$ cat src/source/video_timing_pkg.sv
`default_nettype none

package video_timing_pkg;

    // ==================================================================
    // 1280x720 raster timing along a line in clocks.
    // ==================================================================
    localparam int H_SYNC  = 12;
    localparam int H_BP    = 277;
    localparam int H_ACT   = 1280;
    localparam int H_FP    = 323;
    localparam int H_TOTAL = H_SYNC + H_BP + H_ACT + H_FP;

    // ==================================================================
    // Vertical timing in lines.
    // ==================================================================
    localparam int V_SYNC  = 2;
    localparam int V_BP    = 11;
    localparam int V_ACT   = 720;
    localparam int V_FP    = 7;
    localparam int V_TOTAL = V_SYNC + V_BP + V_ACT + V_FP;

    // Active coordinate widths.
    localparam int X_BITS = 11;
    localparam int Y_BITS = 10;

endpackage : video_timing_pkg

`default_nettype wire

$ cat src/source/pixel_pkg.sv
`default_nettype none

package pixel_pkg;

    // Camera pixel and output colour widths.
    localparam int PIX_BITS   = 16;
    localparam int COLOR_BITS = 8;

    // RGB565 fields in the input pixel with red in the low bits.
    localparam int PX_R_BITS = 5;
    localparam int PX_G_BITS = 6;
    localparam int PX_B_BITS = 5;
    localparam int PX_R_LSB  = 0;
    localparam int PX_G_LSB  = PX_R_LSB + PX_R_BITS;
    localparam int PX_B_LSB  = PX_G_LSB + PX_G_BITS;

    // ==================================================================
    // Packed output word built up from the LSB.
    // ==================================================================
    localparam int PK_Y_LSB = 0;
    localparam int PK_X_LSB = PK_Y_LSB + video_timing_pkg::Y_BITS;
    localparam int PK_B_LSB = PK_X_LSB + video_timing_pkg::X_BITS;
    localparam int PK_G_LSB = PK_B_LSB + COLOR_BITS;
    localparam int PK_R_LSB = PK_G_LSB + COLOR_BITS;

    // Single-bit flags sit above the colour fields.
    localparam int PK_SOF   = PK_R_LSB + COLOR_BITS;
    localparam int PK_DE    = PK_SOF + 1;
    localparam int PK_HSYNC = PK_DE + 1;
    localparam int PK_VSYNC = PK_HSYNC + 1;

    // 49 bits in total.
    localparam int PACK_BITS = PK_VSYNC + 1;

endpackage : pixel_pkg

`default_nettype wire

$ cat src/source/sync_vg.sv
`default_nettype none

module sync_vg #(
    parameter int H_SYNC = video_timing_pkg::H_SYNC,
    parameter int H_BP   = video_timing_pkg::H_BP,
    parameter int H_ACT  = video_timing_pkg::H_ACT,
    parameter int H_FP   = video_timing_pkg::H_FP,
    parameter int V_SYNC = video_timing_pkg::V_SYNC,
    parameter int V_BP   = video_timing_pkg::V_BP,
    parameter int V_ACT  = video_timing_pkg::V_ACT,
    parameter int V_FP   = video_timing_pkg::V_FP,
    parameter int X_BITS = video_timing_pkg::X_BITS,
    parameter int Y_BITS = video_timing_pkg::Y_BITS
) (
    input  logic              clk,
    input  logic              rstn,
    output logic              o_vs,
    output logic              o_hs,
    output logic              o_de,
    output logic              o_sof,
    output logic [X_BITS-1:0] o_x,
    output logic [Y_BITS-1:0] o_y
);

    // ==================================================================
    // Totals and region boundaries.
    // ==================================================================
    localparam int H_TOTAL = H_SYNC + H_BP + H_ACT + H_FP;
    localparam int V_TOTAL = V_SYNC + V_BP + V_ACT + V_FP;
    localparam int HC_BITS = $clog2(H_TOTAL);
    localparam int VC_BITS = $clog2(V_TOTAL);

    localparam logic [HC_BITS-1:0] H_LAST     = HC_BITS'(H_TOTAL - 1);
    localparam logic [HC_BITS-1:0] H_SYNC_END = HC_BITS'(H_SYNC);
    localparam logic [HC_BITS-1:0] H_ACT_BEG  = HC_BITS'(H_SYNC + H_BP);
    localparam logic [HC_BITS-1:0] H_ACT_END  = HC_BITS'(H_SYNC + H_BP + H_ACT);

    localparam logic [VC_BITS-1:0] V_LAST     = VC_BITS'(V_TOTAL - 1);
    localparam logic [VC_BITS-1:0] V_SYNC_END = VC_BITS'(V_SYNC);
    localparam logic [VC_BITS-1:0] V_ACT_BEG  = VC_BITS'(V_SYNC + V_BP);
    localparam logic [VC_BITS-1:0] V_ACT_END  = VC_BITS'(V_SYNC + V_BP + V_ACT);

    logic [HC_BITS-1:0] h_cnt;
    logic [VC_BITS-1:0] v_cnt;
    logic               h_last;
    logic               v_last;
    logic               h_act;
    logic               v_act;
    logic               de_next;
    logic               sof_next;
    logic [X_BITS-1:0]  x_next;
    logic [Y_BITS-1:0]  y_next;

    // ==================================================================
    // Raster counters.
    // ==================================================================
    assign h_last = (h_cnt == H_LAST);
    assign v_last = (v_cnt == V_LAST);

    always_ff @(posedge clk or negedge rstn) begin
        if (!rstn) begin
            h_cnt <= '0;
            v_cnt <= '0;
        end else begin
            if (h_last) begin
                h_cnt <= '0;
                if (v_last) begin
                    v_cnt <= '0;
                end else begin
                    v_cnt <= v_cnt + 1'b1;
                end
            end else begin
                h_cnt <= h_cnt + 1'b1;
            end
        end
    end

    // ==================================================================
    // Window decode for the registered outputs.
    // ==================================================================
    assign h_act    = (h_cnt >= H_ACT_BEG) && (h_cnt < H_ACT_END);
    assign v_act    = (v_cnt >= V_ACT_BEG) && (v_cnt < V_ACT_END);
    assign de_next  = h_act && v_act;
    assign sof_next = (h_cnt == H_ACT_BEG) && (v_cnt == V_ACT_BEG);

    // Coordinates are forced to zero outside the active area.
    assign x_next = de_next ? X_BITS'(h_cnt - H_ACT_BEG) : '0;
    assign y_next = de_next ? Y_BITS'(v_cnt - V_ACT_BEG) : '0;

    always_ff @(posedge clk or negedge rstn) begin
        if (!rstn) begin
            o_hs  <= 1'b0;
            o_vs  <= 1'b0;
            o_de  <= 1'b0;
            o_sof <= 1'b0;
            o_x   <= '0;
            o_y   <= '0;
        end else begin
            o_hs  <= (h_cnt < H_SYNC_END);
            o_vs  <= (v_cnt < V_SYNC_END);
            o_de  <= de_next;
            o_sof <= sof_next;
            o_x   <= x_next;
            o_y   <= y_next;
        end
    end

endmodule : sync_vg

`default_nettype wire

$ cat src/source/hdmi_pack.sv
`default_nettype none

module hdmi_pack (
    input  logic                                 clk,
    input  logic                                 rstn,
    input  logic                                 i_vs,
    input  logic                                 i_hs,
    input  logic                                 i_de,
    input  logic                                 i_sof,
    input  logic [pixel_pkg::PIX_BITS-1:0]       i_pix,
    input  logic [video_timing_pkg::X_BITS-1:0]  i_x,
    input  logic [video_timing_pkg::Y_BITS-1:0]  i_y,
    output logic [pixel_pkg::PACK_BITS-1:0]      o_pack
);

    import video_timing_pkg::*;
    import pixel_pkg::*;

    logic [PX_R_BITS-1:0]  r5;
    logic [PX_G_BITS-1:0]  g6;
    logic [PX_B_BITS-1:0]  b5;
    logic [COLOR_BITS-1:0] r8;
    logic [COLOR_BITS-1:0] g8;
    logic [COLOR_BITS-1:0] b8;
    logic [PACK_BITS-1:0]  pack_next;

    // ==================================================================
    // RGB565 to RGB888.
    // ==================================================================
    assign r5 = i_pix[PX_R_LSB +: PX_R_BITS];
    assign g6 = i_pix[PX_G_LSB +: PX_G_BITS];
    assign b5 = i_pix[PX_B_LSB +: PX_B_BITS];

    // Low bits are zero-filled and the MSBs are not replicated.
    assign r8 = COLOR_BITS'(r5) << (COLOR_BITS - PX_R_BITS);
    assign g8 = COLOR_BITS'(g6) << (COLOR_BITS - PX_G_BITS);
    assign b8 = COLOR_BITS'(b5) << (COLOR_BITS - PX_B_BITS);

    // ==================================================================
    // Output word.
    // ==================================================================
    always_comb begin
        pack_next                         = '0;
        pack_next[PK_VSYNC]               = i_vs;
        pack_next[PK_HSYNC]               = i_hs;
        pack_next[PK_DE]                  = i_de;
        pack_next[PK_SOF]                 = i_sof;
        pack_next[PK_R_LSB +: COLOR_BITS] = r8;
        pack_next[PK_G_LSB +: COLOR_BITS] = g8;
        pack_next[PK_B_LSB +: COLOR_BITS] = b8;
        pack_next[PK_X_LSB +: X_BITS]     = i_x;
        pack_next[PK_Y_LSB +: Y_BITS]     = i_y;
    end

    always_ff @(posedge clk or negedge rstn) begin
        if (!rstn) begin
            o_pack <= '0;
        end else begin
            o_pack <= pack_next;
        end
    end

endmodule : hdmi_pack

`default_nettype wire

$ cat src/source/hdmi_display.sv
`default_nettype none

module hdmi_display (
    input  logic                            clk,
    input  logic                            rstn,
    input  logic                            i_vsync,
    input  logic [pixel_pkg::PIX_BITS-1:0]  i_data,
    output logic [pixel_pkg::PACK_BITS-1:0] o_pack
);

    import video_timing_pkg::*;
    import pixel_pkg::*;

    logic              vsync_q;
    logic              vsync_rise;
    logic              gen_rstn;
    logic [PIX_BITS-1:0] pix_q;
    logic              vg_vs;
    logic              vg_hs;
    logic              vg_de;
    logic              vg_sof;
    logic [X_BITS-1:0] vg_x;
    logic [Y_BITS-1:0] vg_y;

    // ==================================================================
    // Arming on the first rising edge of the camera vsync.
    // ==================================================================
    assign vsync_rise = !vsync_q && i_vsync;

    // One-shot that stays set until rstn falls.
    always_ff @(posedge clk or negedge rstn) begin
        if (!rstn) begin
            vsync_q  <= 1'b0;
            gen_rstn <= 1'b0;
        end else begin
            vsync_q  <= i_vsync;
            gen_rstn <= gen_rstn || vsync_rise;
        end
    end

    // Matches the output register stage of the generator.
    always_ff @(posedge clk) begin
        pix_q <= i_data;
    end

    sync_vg u_sync_vg (
        .clk   (clk),
        .rstn  (gen_rstn),
        .o_vs  (vg_vs),
        .o_hs  (vg_hs),
        .o_de  (vg_de),
        .o_sof (vg_sof),
        .o_x   (vg_x),
        .o_y   (vg_y)
    );

    hdmi_pack u_disp_pack (
        .clk    (clk),
        .rstn   (rstn),
        .i_vs   (vg_vs),
        .i_hs   (vg_hs),
        .i_de   (vg_de),
        .i_sof  (vg_sof),
        .i_pix  (pix_q),
        .i_x    (vg_x),
        .i_y    (vg_y),
        .o_pack (o_pack)
    );

endmodule : hdmi_display

`default_nettype wire

$ cat config.mk
export PLATFORM = sky130hd
export DESIGN_NAME = hdmi_display
export DESIGN_NICKNAME = d
export VERILOG_FILES = /design/src/source/video_timing_pkg.sv /design/src/source/pixel_pkg.sv /design/src/source/sync_vg.sv /design/src/source/hdmi_pack.sv /design/src/source/hdmi_display.sv
export SDC_FILE = /design/constraint.sdc
export NUM_CORES = 1
export LEC_CHECK = 0
export BUFFER_PORTS_ARGS = -buffer_cell sky130_fd_sc_hd__buf_2
export CAP_MARGIN = 20
export CORE_MARGIN = 5
export CORE_UTILIZATION = 55
export DETAILED_ROUTE_END_ITERATION = 6
export PLACE_DENSITY = 0.8
export SLEW_MARGIN = 20
export SYNTH_ARGS = -nofsm -noshare
export SYNTH_HDL_FRONTEND = slang
export SYNTH_SLANG_ARGS = --single-unit
$ cat constraint.sdc
create_clock -name clk -period 1.85 [get_ports clk]
set_input_delay 0.2775 -clock clk [delete_from_list [all_inputs] [get_ports clk]]
set_output_delay 0.2775 -clock clk [all_outputs]
set_load 0.02 [all_outputs]
==> flow_metrics.tcl, run 1 <==
set metrics [dict create \
    gp_congestion 0.918 \
    powerDensity_mw_per_mm2 759 \
    finalSetupViolCount 28 \
    fin_nets 461 \
    crit_family "compound AO/OA/AOI/OAI gates" \
    drt_iter0_markers 240 \
    criticalPathCategory "reg2reg" \
    cts_sinks 105 \
    setup_slack_ps -157 \
    clockBufferDepth 2 \
    startpoint_type "flop" \
    drc 0 \
    vias 2905 \
    cts_max_level 3 \
    crit_end "u_sync_vg.o_x[7]$_DFF_PN0_" \
    synth_seq_cells 105 \
    post-dp-hpwl_um 5530 \
    rrSetupSlack_ps -160 \
    syn_to_final_growth_pct 31.6 \
    ant_nets 0 \
    crit_path_max_incr_delay_ps 420 \
    fin_total_pwr_mw 3.87 \
    synthTopCellsByArea "dfrtp_1 (57%), dfxtp_1 (8.3%), nor4_1 (3.4%)" \
    post_drt_wl_per_cell_um 17.8 \
    floorplan.initialDensity_pct 56.8 \
    drt_first_pass_iters 4 \
    ir_drop_uv 436 \
    end_kind "flop" \
    worstRegToRegCells 6 \
    period_minus_slack_ps 2010 \
    vias_per_cell 5.41 \
    antenna_found_initial 0 \
    grt_pass1_wl_um 13200 \
    skew_ps 6.66 \
    root_buffer "clkbuf_8" \
    avgSynthCellArea_um2 12.2 \
    leakage_nw 2.45 \
    io_pins 68 \
    ys.flop_type "dfrtp_1" \
    grt_max_degree 47 \
    row_count 30 \
    synth.top_cell.area_share_pct 57.4 \
    async_flop_share_pct 84.8 \
    r2r-start "u_sync_vg.h_cnt[2]$_DFF_PN0_" \
    die_area_mm2 0.00883 \
    min-delay-start "i_data[12]" \
    cp.depth 6 \
    hold_viol_final 0 \
    yosysWarnings 0 \
    netlist_area_mm2 0.00388 \
    cts_inserted_buffers 9 \
    seq_area_frac_synth_pct 65.7 \
    core_mm2 0.00683 \
    clk_pin_slew_ps 100 \
    cpMostUsedCell "buf_4" \
    crit_path_top_delay_cell "or3_4" \
    fmax_ghz 0.498 \
    min_period_over_period_pct 108 \
    worstHoldPathType "in2reg" \
    final_common_cell "dfrtp_1" \
    cp_data_required_time_ps 2090 \
    r2r-end "u_sync_vg.o_x[7]$_DFF_PN0_" \
    mostFrequentLayoutCells "dfrtp_1 (88), buf_2 (59), buf_4 (58)" \
    crit_fanout 5 \
    synthCells 318 \
    drive_above_1_share_pct 40.1 \
    drt_wl_total_um 9560 \
    path_buf_inv 2 \
    die_y_um 94.0 \
    grt_overflow 0 \
    tightest_slew_ps 591 \
    arrival_ps 2240 \
    post-place-ws_ps -138 \
    fp.dieW_um 94.0 \
    finalMaxSlewViolations 0 \
    violations "setup timing" \
    cap_violations 0 \
    synth_edf_count 0 \
    rsz0062_at_grt "yes" \
    insertion_delay_ps 350 \
    grt_pass1_vias 2704 \
    cp-startpoint "u_sync_vg.h_cnt[2]$_DFF_PN0_" \
    slew_headroom_pct 60.6 \
    ys_types 51 \
    status "finished, violations left" \
    worstPathCellList "or3_4 > o31ai_2 > buf_4 > a21oi_1 > buf_4 > a2111oi_4" \
    io_buffers 59 \
    cts_tree "yes" \
    grt_use_total_pct 19.3 \
    antenna_cells 0 \
    synth_top_area_cell "dfrtp_1" \
]
[synth_stat cells, drive strengths merged (2+ instances only)]
library cell and n:
nand3 10, dfxtp 16, a31oi 2, inv 11, dfrtp 89, mux2i 3, a211oi 2, or3 6
or4 4, and3b 2, xor2 8, xnor2 14, nor3 9, a2111oi 2, a21oi 9, nand3b 2
nor2 14, a21o 3, o21ai 9, and2 3, clkbuf 20, nand2 17, nand4 6, ha 6
nor4 21, buf 14
[what timing repair did]
action	CTS	global route
setup buffers	9	6
pin swaps	7	0
hold buffers	1	9
gates resized for setup	20	15
setup endpoints to repair	27	33
endpoints found under the hold margin	16	9
cloned	2	0
[per-stage QoR]
| step | hold slack (ps) | setup TNS, ps | util [%] | cells | instance area, µm² |
|---|---|---|---|---|---|
| 2_1_floorplan | -18.1 | -4220 | - | 325 | 3980 |
| 3_3_place_gp | 213 | -433 | 66.3 | 494 | 4530 |
| 3_5_place_dp | 219 | -952 | 66.3 | 494 | 4530 |
| 4_1_cts | 4.16 | -2030 | 71.7 | 522 | 4900 |
| 5_1_grt | 7.68 | -4630 | 74.7 | 537 | 5100 |
| 6_report | 21.3 | -3040 | 74.7 | 537 | 5100 |
[registers in the layout, indices dropped and copies added, names as in the netlist]
register / count
vsync_q: 1
u_sync_vg.o_de: 1
u_sync_vg.o_vs: 1
u_sync_vg.h_cnt: 11
u_sync_vg.o_x: 11
u_sync_vg.o_y: 10
u_sync_vg.v_cnt: 10
u_sync_vg.o_hs: 1
gen_rstn: 1
u_disp_pack.o_pack: 41
pix_q: 16
u_sync_vg.o_sof: 1
[worst min-delay path by stage]
stage                                            end  cells past startpoint  slack [ps]
detailed placement  u_disp_pack.o_pack[35]$_DFF_PN0_                      1         220
global route                        pix_q[2]$_DFF_P_                      1           8
global placement    u_disp_pack.o_pack[36]$_DFF_PN0_                      1         210
floorplan                         gen_rstn$_DFF_PN0_                      0         -20
finish                             pix_q[12]$_DFF_P_                      1          20
CTS                                pix_q[10]$_DFF_P_                      1           4
[power breakdown]
| part | total, mW | leakage, nW | switching, mW | internal, mW |
|---|---|---|---|---|
| clock | 1.42 | 0.0971 | 0.785 | 0.633 |
| sequential | 2.34 | 1.32 | 0.0107 | 2.33 |
| combinational | 0.117 | 1.04 | 0.0746 | 0.0421 |
[cell families (layout without fill, tap and decap cells)]
logic type	after synthesis	after routing	synth area share, %
flip-flops	105	105	65.7
AO/OA/AOI/OAI	36	36	6.13
multiplexers	3	3	0.774
adder cells (fa/ha/maj)	6	6	1.94
buffers and inverters	45	161	5.94
XOR/XNOR	22	22	4.97
other	1	8	0.0967
AND/OR/NAND/NOR	100	100	14.5
[worst register-to-register path, stage by stage (launching register included)]
cell       delay (ps)
dfrtp_1           390
or3_4             420
o31ai_2           220
buf_4             170
a21oi_1           120
buf_4             190
a2111oi_4         370
[final cells by class]
cell class | count | area, µm²
tap | 96 | 120
clock inverter | 6 | 65.1
sequential | 105 | 2550
multi-input combinational | 175 | 1290
fill | 420 | 1730
timing repair buffer | 134 | 910
clock buffer | 10 | 128
inverter | 11 | 41.3
[routing by layer]
| metal | vias to the layer above | GRT usage, % | part of all wire [%] |
|---|---|---|---|
| met5 | - | 0 | 0 |
| met4 | 0 | 5.66 | 1.8 |
| met3 | 16 | 5.13 | 6.6 |
| met2 | 114 | 31.6 | 50 |
| met1 | 1462 | 25.2 | 41 |
| li1 | 1313 | - | - |
Power figures use the tool's default switching activity.
==> run 2: changes to the inputs <==
--- a/config.mk
+++ b/config.mk
@@ -11,6 +11,7 @@
 export CORE_UTILIZATION = 55
 export DETAILED_ROUTE_END_ITERATION = 6
 export PLACE_DENSITY = 0.8
+export SETUP_SLACK_MARGIN = 0.02
 export SLEW_MARGIN = 20
 export SYNTH_ARGS = -nofsm -noshare
 export SYNTH_HDL_FRONTEND = slang
==> constraint.sdc (replaced) <==
create_clock -name clk -period 1.9 [get_ports clk]
set_input_delay 0.19 -clock clk [delete_from_list [all_inputs] [get_ports clk]]
set_output_delay 0.19 -clock clk [all_outputs]
set_load 0.02 [all_outputs]
==> flow_metrics.tcl, run 2 (synthesis gave the netlist of run 1 again) <==
set metrics [dict create \
    status "finished, violations left" \
    violations "setup timing" \
    setup_tns_ps -2090 \
    clk_pin_slew_ps 110 \
    end_kind "flop" \
    grt_overflow 0 \
    fp.dieW_um 94.0 \
    vias_per_cell 5.75 \
    post-dp-hpwl_um 5580 \
    fmax_ghz 0.489 \
    grt_max_degree 34 \
    drt_first_pass_iters 5 \
    drt_wl_total_um 11300 \
    criticalPathCategory "reg2reg" \
    leakage_nw 2.45 \
    register_area_mm2 0.00255 \
    instances_no_fill 535 \
    core_mm2 0.00683 \
    vias 3074 \
    nFillCells 389 \
    dp_cells 492 \
    fin_total_pwr_mw 3.87 \
    drt_iter0_markers 367 \
    finalSetupViolCount 25 \
    antenna_found_initial 0 \
    grt_pass1_vias 2877 \
    startpoint_type "flop" \
    finish.utilization_pct 76.8 \
    worstHoldPathType "reg2async" \
    grt_use_total_pct 23.1 \
    row_count 30 \
    arrival_ps 2280 \
    ant_nets 0 \
    rsz0062_at_grt "yes" \
    cts_tree "yes" \
    post_drt_wl_per_cell_um 21.1 \
    skew_ps 12.2 \
    top_regs "u_disp_pack.o_pack: 41 flops, pix_q: 16 flops" \
    r2r-end "u_sync_vg.v_cnt[4]$_DFFE_PN0N_" \
    min_period_over_period_pct 108 \
    multiInputGateArea_mm2 0.00139 \
    clockBufferDepth 2 \
    floorplan.initialDensity_pct 56.8 \
    largest_reg_flops 41 \
    root_buffer "clkbuf_8" \
    finalMaxSlewViolations 0 \
    cp_data_required_time_ps 2130 \
    setup_slack_ps -147 \
    die_y_um 94.0 \
    worstRegToRegCells 4 \
    gp_congestion 0.898 \
    fin_area_mm2 0.00525 \
    insertion_delay_ps 370 \
    powerDensity_mw_per_mm2 737 \
    post-place-ws_ps -40.2 \
    cts_max_level 3 \
    drive_above_1_share_pct 39.2 \
    r2r-start "u_sync_vg.h_cnt[2]$_DFF_PN0_" \
    tightest_slew_ps 751 \
    ir_drop_uv 374 \
    rrSetupSlack_ps -150 \
    final_common_cell "dfrtp_1" \
    antenna_cells 0 \
    crit_fanout 6 \
    syn_to_final_growth_pct 35.4 \
    hold_viol_final 0 \
    regMostFlops "u_disp_pack.o_pack" \
    cap_violations 0 \
    drc 0 \
    io_buffers 59 \
    dpl_cell_area_mm2 0.00450 \
    mostFrequentLayoutCells "dfrtp_1 (87), buf_2 (59), buf_4 (49)" \
    holdWs_ps 207 \
    die_area_mm2 0.00883 \
    period_minus_slack_ps 2050 \
    grt_pass1_wl_um 15300 \
    cts_sinks 105 \
    io_pins 68 \
    fin_nets 459 \
    slew_headroom_pct 49.9 \
    cts_inserted_buffers 9 \
]
[run 2: cell types whose count changed in the layout (fill, tap and decap cells not counted), moves of 2 or more]
| cell | change |
|---|---|
| nor4_4 | +7 |
| inv_8 | +2 |
| dlygate4sd3_1 | +8 |
| clkinv_2 | -2 |
| buf_4 | -9 |
| buf_12 | +2 |
| buf_6 | -4 |
| inv_6 | -2 |
| nor4_2 | -7 |
[run 2: area by class of cell]
cell class              instances  area share (%)
well taps                      96            2.29
multi-input cells             175            26.5
clock inverters                 6            1.45
flip-flops and latches        105            48.6
clock buffers                  10            2.43
repair buffers                132            17.9
inverters                      11           0.786
[run 2: worst max path at each step]
stage | from | slack (ps) | end
after floorplan | u_sync_vg.h_cnt[4]$_DFF_PN0_ | -250 | u_sync_vg.v_cnt[9]$_DFFE_PN0N_
after global placement | u_sync_vg.h_cnt[4]$_DFF_PN0_ | -10 | u_sync_vg.v_cnt[4]$_DFFE_PN0N_
after detailed placement | u_sync_vg.h_cnt[4]$_DFF_PN0_ | -40 | u_sync_vg.v_cnt[4]$_DFFE_PN0N_
after CTS | u_sync_vg.h_cnt[4]$_DFF_PN0_ | -70 | u_sync_vg.v_cnt[4]$_DFFE_PN0N_
after global routing | u_sync_vg.h_cnt[0]$_DFF_PN0_ | -200 | u_sync_vg.o_x[10]$_DFF_PN0_
final | u_sync_vg.h_cnt[2]$_DFF_PN0_ | -150 | u_sync_vg.v_cnt[4]$_DFFE_PN0N_
[run 2: worst max-delay path, cell delays in order (launching register included)]
cell and delay (ps):
dfrtp_1 400, or3_4 420, or4_4 580, or3_4 360, xnor2_1 140
[run 2: what timing repair did]
action	CTS	global route
hold endpoints to repair	49	0
cloned	0	1
pin swaps	0	6
setup endpoints to repair	18	34
buffers inserted	1	8
hold buffers	18	0
resized for setup	14	35
[run 2: where the power goes]
group,total [mW],switching (mW),internal [mW]
sequential,2.28,0.0117,2.27
clock,1.46,0.830,0.632
combinational,0.129,0.0781,0.0505
total,3.87,0.920,2.95
[run 2: metal layers]
| metal | GRT usage, % | vias up | share of wire [%] |
|---|---|---|---|
| met2 | 38.4 | 181 | 49 |
| li1 | - | 1310 | - |
| met5 | 0 | - | 0 |
| met1 | 30.5 | 1545 | 40 |
| met3 | 4.65 | 38 | 7.9 |
| met4 | 7.34 | 0 | 2.7 |
==> run 3: changes to the inputs <==
--- a/config.mk
+++ b/config.mk
@@ -8,9 +8,9 @@
 export BUFFER_PORTS_ARGS = -buffer_cell sky130_fd_sc_hd__buf_2
 export CAP_MARGIN = 20
 export CORE_MARGIN = 5
-export CORE_UTILIZATION = 55
+export CORE_UTILIZATION = 49
 export DETAILED_ROUTE_END_ITERATION = 6
-export PLACE_DENSITY = 0.8
+export PLACE_DENSITY = 0.75
 export SETUP_SLACK_MARGIN = 0.02
 export SLEW_MARGIN = 20
 export SYNTH_ARGS = -nofsm -noshare
==> constraint.sdc (replaced) <==
create_clock -name clk -period 1.7 [get_ports clk]
set_input_delay 0.17 -clock clk [delete_from_list [all_inputs] [get_ports clk]]
set_output_delay 0.17 -clock clk [all_outputs]
set_load 0.02 [all_outputs]
==> flow_metrics.tcl, run 3 (synthesis gave the netlist of run 1 again) <==
set metrics [dict create \
    status "finished, violations left" \
    violations "setup timing" \
    gp_congestion 0.865 \
    io_buffers 59 \
    drc 0 \
    io_pins 68 \
    vias 2901 \
    fp.dieW_um 99.0 \
    cap_violations 0 \
    row_count 32 \
    hold_viol_final 0 \
    syn_to_final_growth_pct 43.3 \
    cts_max_level 3 \
    worstRegToRegCells 6 \
    fmax_ghz 0.507 \
    vias_per_cell 5.14 \
    slew_headroom_pct 65.1 \
    register_area_mm2 0.00255 \
    finalSetupViolCount 39 \
    rsz0062_at_grt "yes" \
    min_period_over_period_pct 116 \
    startpoint_type "flop" \
    cts_sinks 105 \
    root_buffer "clkbuf_8" \
    post-dp-hpwl_um 6140 \
    clockBufferDepth 2 \
    instances_no_fill 564 \
    post-place-ws_ps -290 \
    fin_nets 482 \
    r2r-end "u_sync_vg.o_x[10]$_DFF_PN0_" \
    grtUsageMet1_pct 23.6 \
    dp_cells 520 \
    crit_fanout 8 \
    cts_tree "yes" \
    drt_first_pass_iters 4 \
    top_regs "u_disp_pack.o_pack: 41 flops, pix_q: 16 flops" \
    regMostFlops "u_disp_pack.o_pack" \
    insertion_delay_ps 360 \
    rrSetupSlack_ps -270 \
    ir_drop_uv 540 \
    fin_total_pwr_mw 4.16 \
    grt.busiest_layer "met2" \
    grt_max_degree 44 \
    die_area_mm2 0.00979 \
    largest_reg_flops 41 \
    drt_wl_total_um 9820 \
    ant_nets 0 \
    powerDensity_mw_per_mm2 749 \
    tightest_slew_ps 524 \
    worstHoldPathType "reg2async" \
    die_y_um 99.0 \
    drive_above_1_share_pct 43.7 \
    end_kind "flop" \
    grt_use_total_pct 18.6 \
    multiInputGateArea_mm2 0.00152 \
    fin_area_mm2 0.00556 \
    cp-startpoint "u_sync_vg.h_cnt[0]$_DFF_PN0_" \
    cts_inserted_buffers 9 \
    skew_ps 7.76 \
    met3_usage_pct 3.68 \
    drt_iter0_markers 183 \
    final_common_cell "dfrtp_1" \
    mostFrequentLayoutCells "dfrtp_1 (88), buf_4 (67), buf_2 (59)" \
    post_drt_wl_per_cell_um 17.4 \
    finalMaxSlewViolations 0 \
    grt_overflow 0 \
    arrival_ps 2220 \
    grt_use_met2_pct 32.0 \
    floorplan.initialDensity_pct 50.2 \
    antenna_cells 0 \
    grt_pass1_vias 2997 \
    criticalPathCategory "reg2reg" \
    leakage_nw 2.57 \
    clk_pin_slew_ps 110 \
    antenna_found_initial 0 \
    r2r-start "u_sync_vg.h_cnt[0]$_DFF_PN0_" \
    dpl_cell_area_mm2 0.00472 \
    nFillCells 474 \
    grt_pass1_wl_um 14600 \
    period_minus_slack_ps 1970 \
    core_mm2 0.00773 \
    setup_slack_ps -272 \
    cp_data_required_time_ps 1950 \
]
-- run 3: cell count changes in the layout (fill, tap and decap cells not counted), sizes merged --
cell	before	now
clkbuf	11	10
buf	113	137
clkinvlp	2	1
inv	13	15
bufinv	1	0
-- run 3: worst max-delay path by stage --
stage | to | slack [ps] | cells after the start
global placement | u_sync_vg.o_x[10]$_DFF_PN0_ | -210 | 6
finish | u_sync_vg.o_x[10]$_DFF_PN0_ | -270 | 6
floorplan | u_sync_vg.v_cnt[9]$_DFFE_PN0N_ | -450 | 7
CTS | u_sync_vg.v_cnt[4]$_DFFE_PN0N_ | -250 | 4
global route | u_sync_vg.o_x[5]$_DFF_PN0_ | -330 | 5
detailed placement | u_sync_vg.o_x[10]$_DFF_PN0_ | -290 | 6
-- run 3: worst max-delay path, cell delays in order, from the launching register on --
cell     delay (ps)
dfrtp_1         430
or4_4           560
o221a_4         240
and3b_2         270
buf_6           140
buf_12          150
nor4_1           70
-- run 3: layout make-up --
| cell class | instances | area share [%] |
|---|---|---|
| Sequential cell | 105 | 45.9 |
| Clock buffer | 10 | 2.30 |
| Timing Repair Buffer | 155 | 20.4 |
| Clock inverter | 6 | 1.01 |
| Inverter | 11 | 0.788 |
| Multi-Input combinational cell | 175 | 27.4 |
| Tap cell | 102 | 2.30 |
-- run 3: routing by layer --
metal | part of all wire [%] | routed length (µm)
met1 | 41 | 4060
met2 | 53 | 5170
met3 | 4.6 | 451
met4 | 1.5 | 149
met5 | 0 | 0
-- run 3: timing repair --
action                                  4_1_cts  5_1_grt
endpoints found under the hold margin        60        0
pin swaps                                     8       14
endpoints found under the setup margin       38       40
cloned                                        1        0
setup buffers                                 6        5
hold buffers                                 18        0
gates resized for setup                      23       44
-- run 3: report_power, final --
group          switching, mW  internal [mW]  leakage (nW)
clock network          0.913          0.569        0.0913
logic                 0.0830         0.0563          1.17
registers             0.0106           2.53          1.32
-- run 3: through the flow --
step           hold WS (ps)  setup TNS (ps)  util [%]
6_report                245           -6990      71.9
3_3_place_gp            250           -4080      61.0
2_1_floorplan          -126          -10070         -
4_1_cts                 255           -5780      68.3
3_5_place_dp            258           -5140      61.0
5_1_grt                 286           -9110      71.9
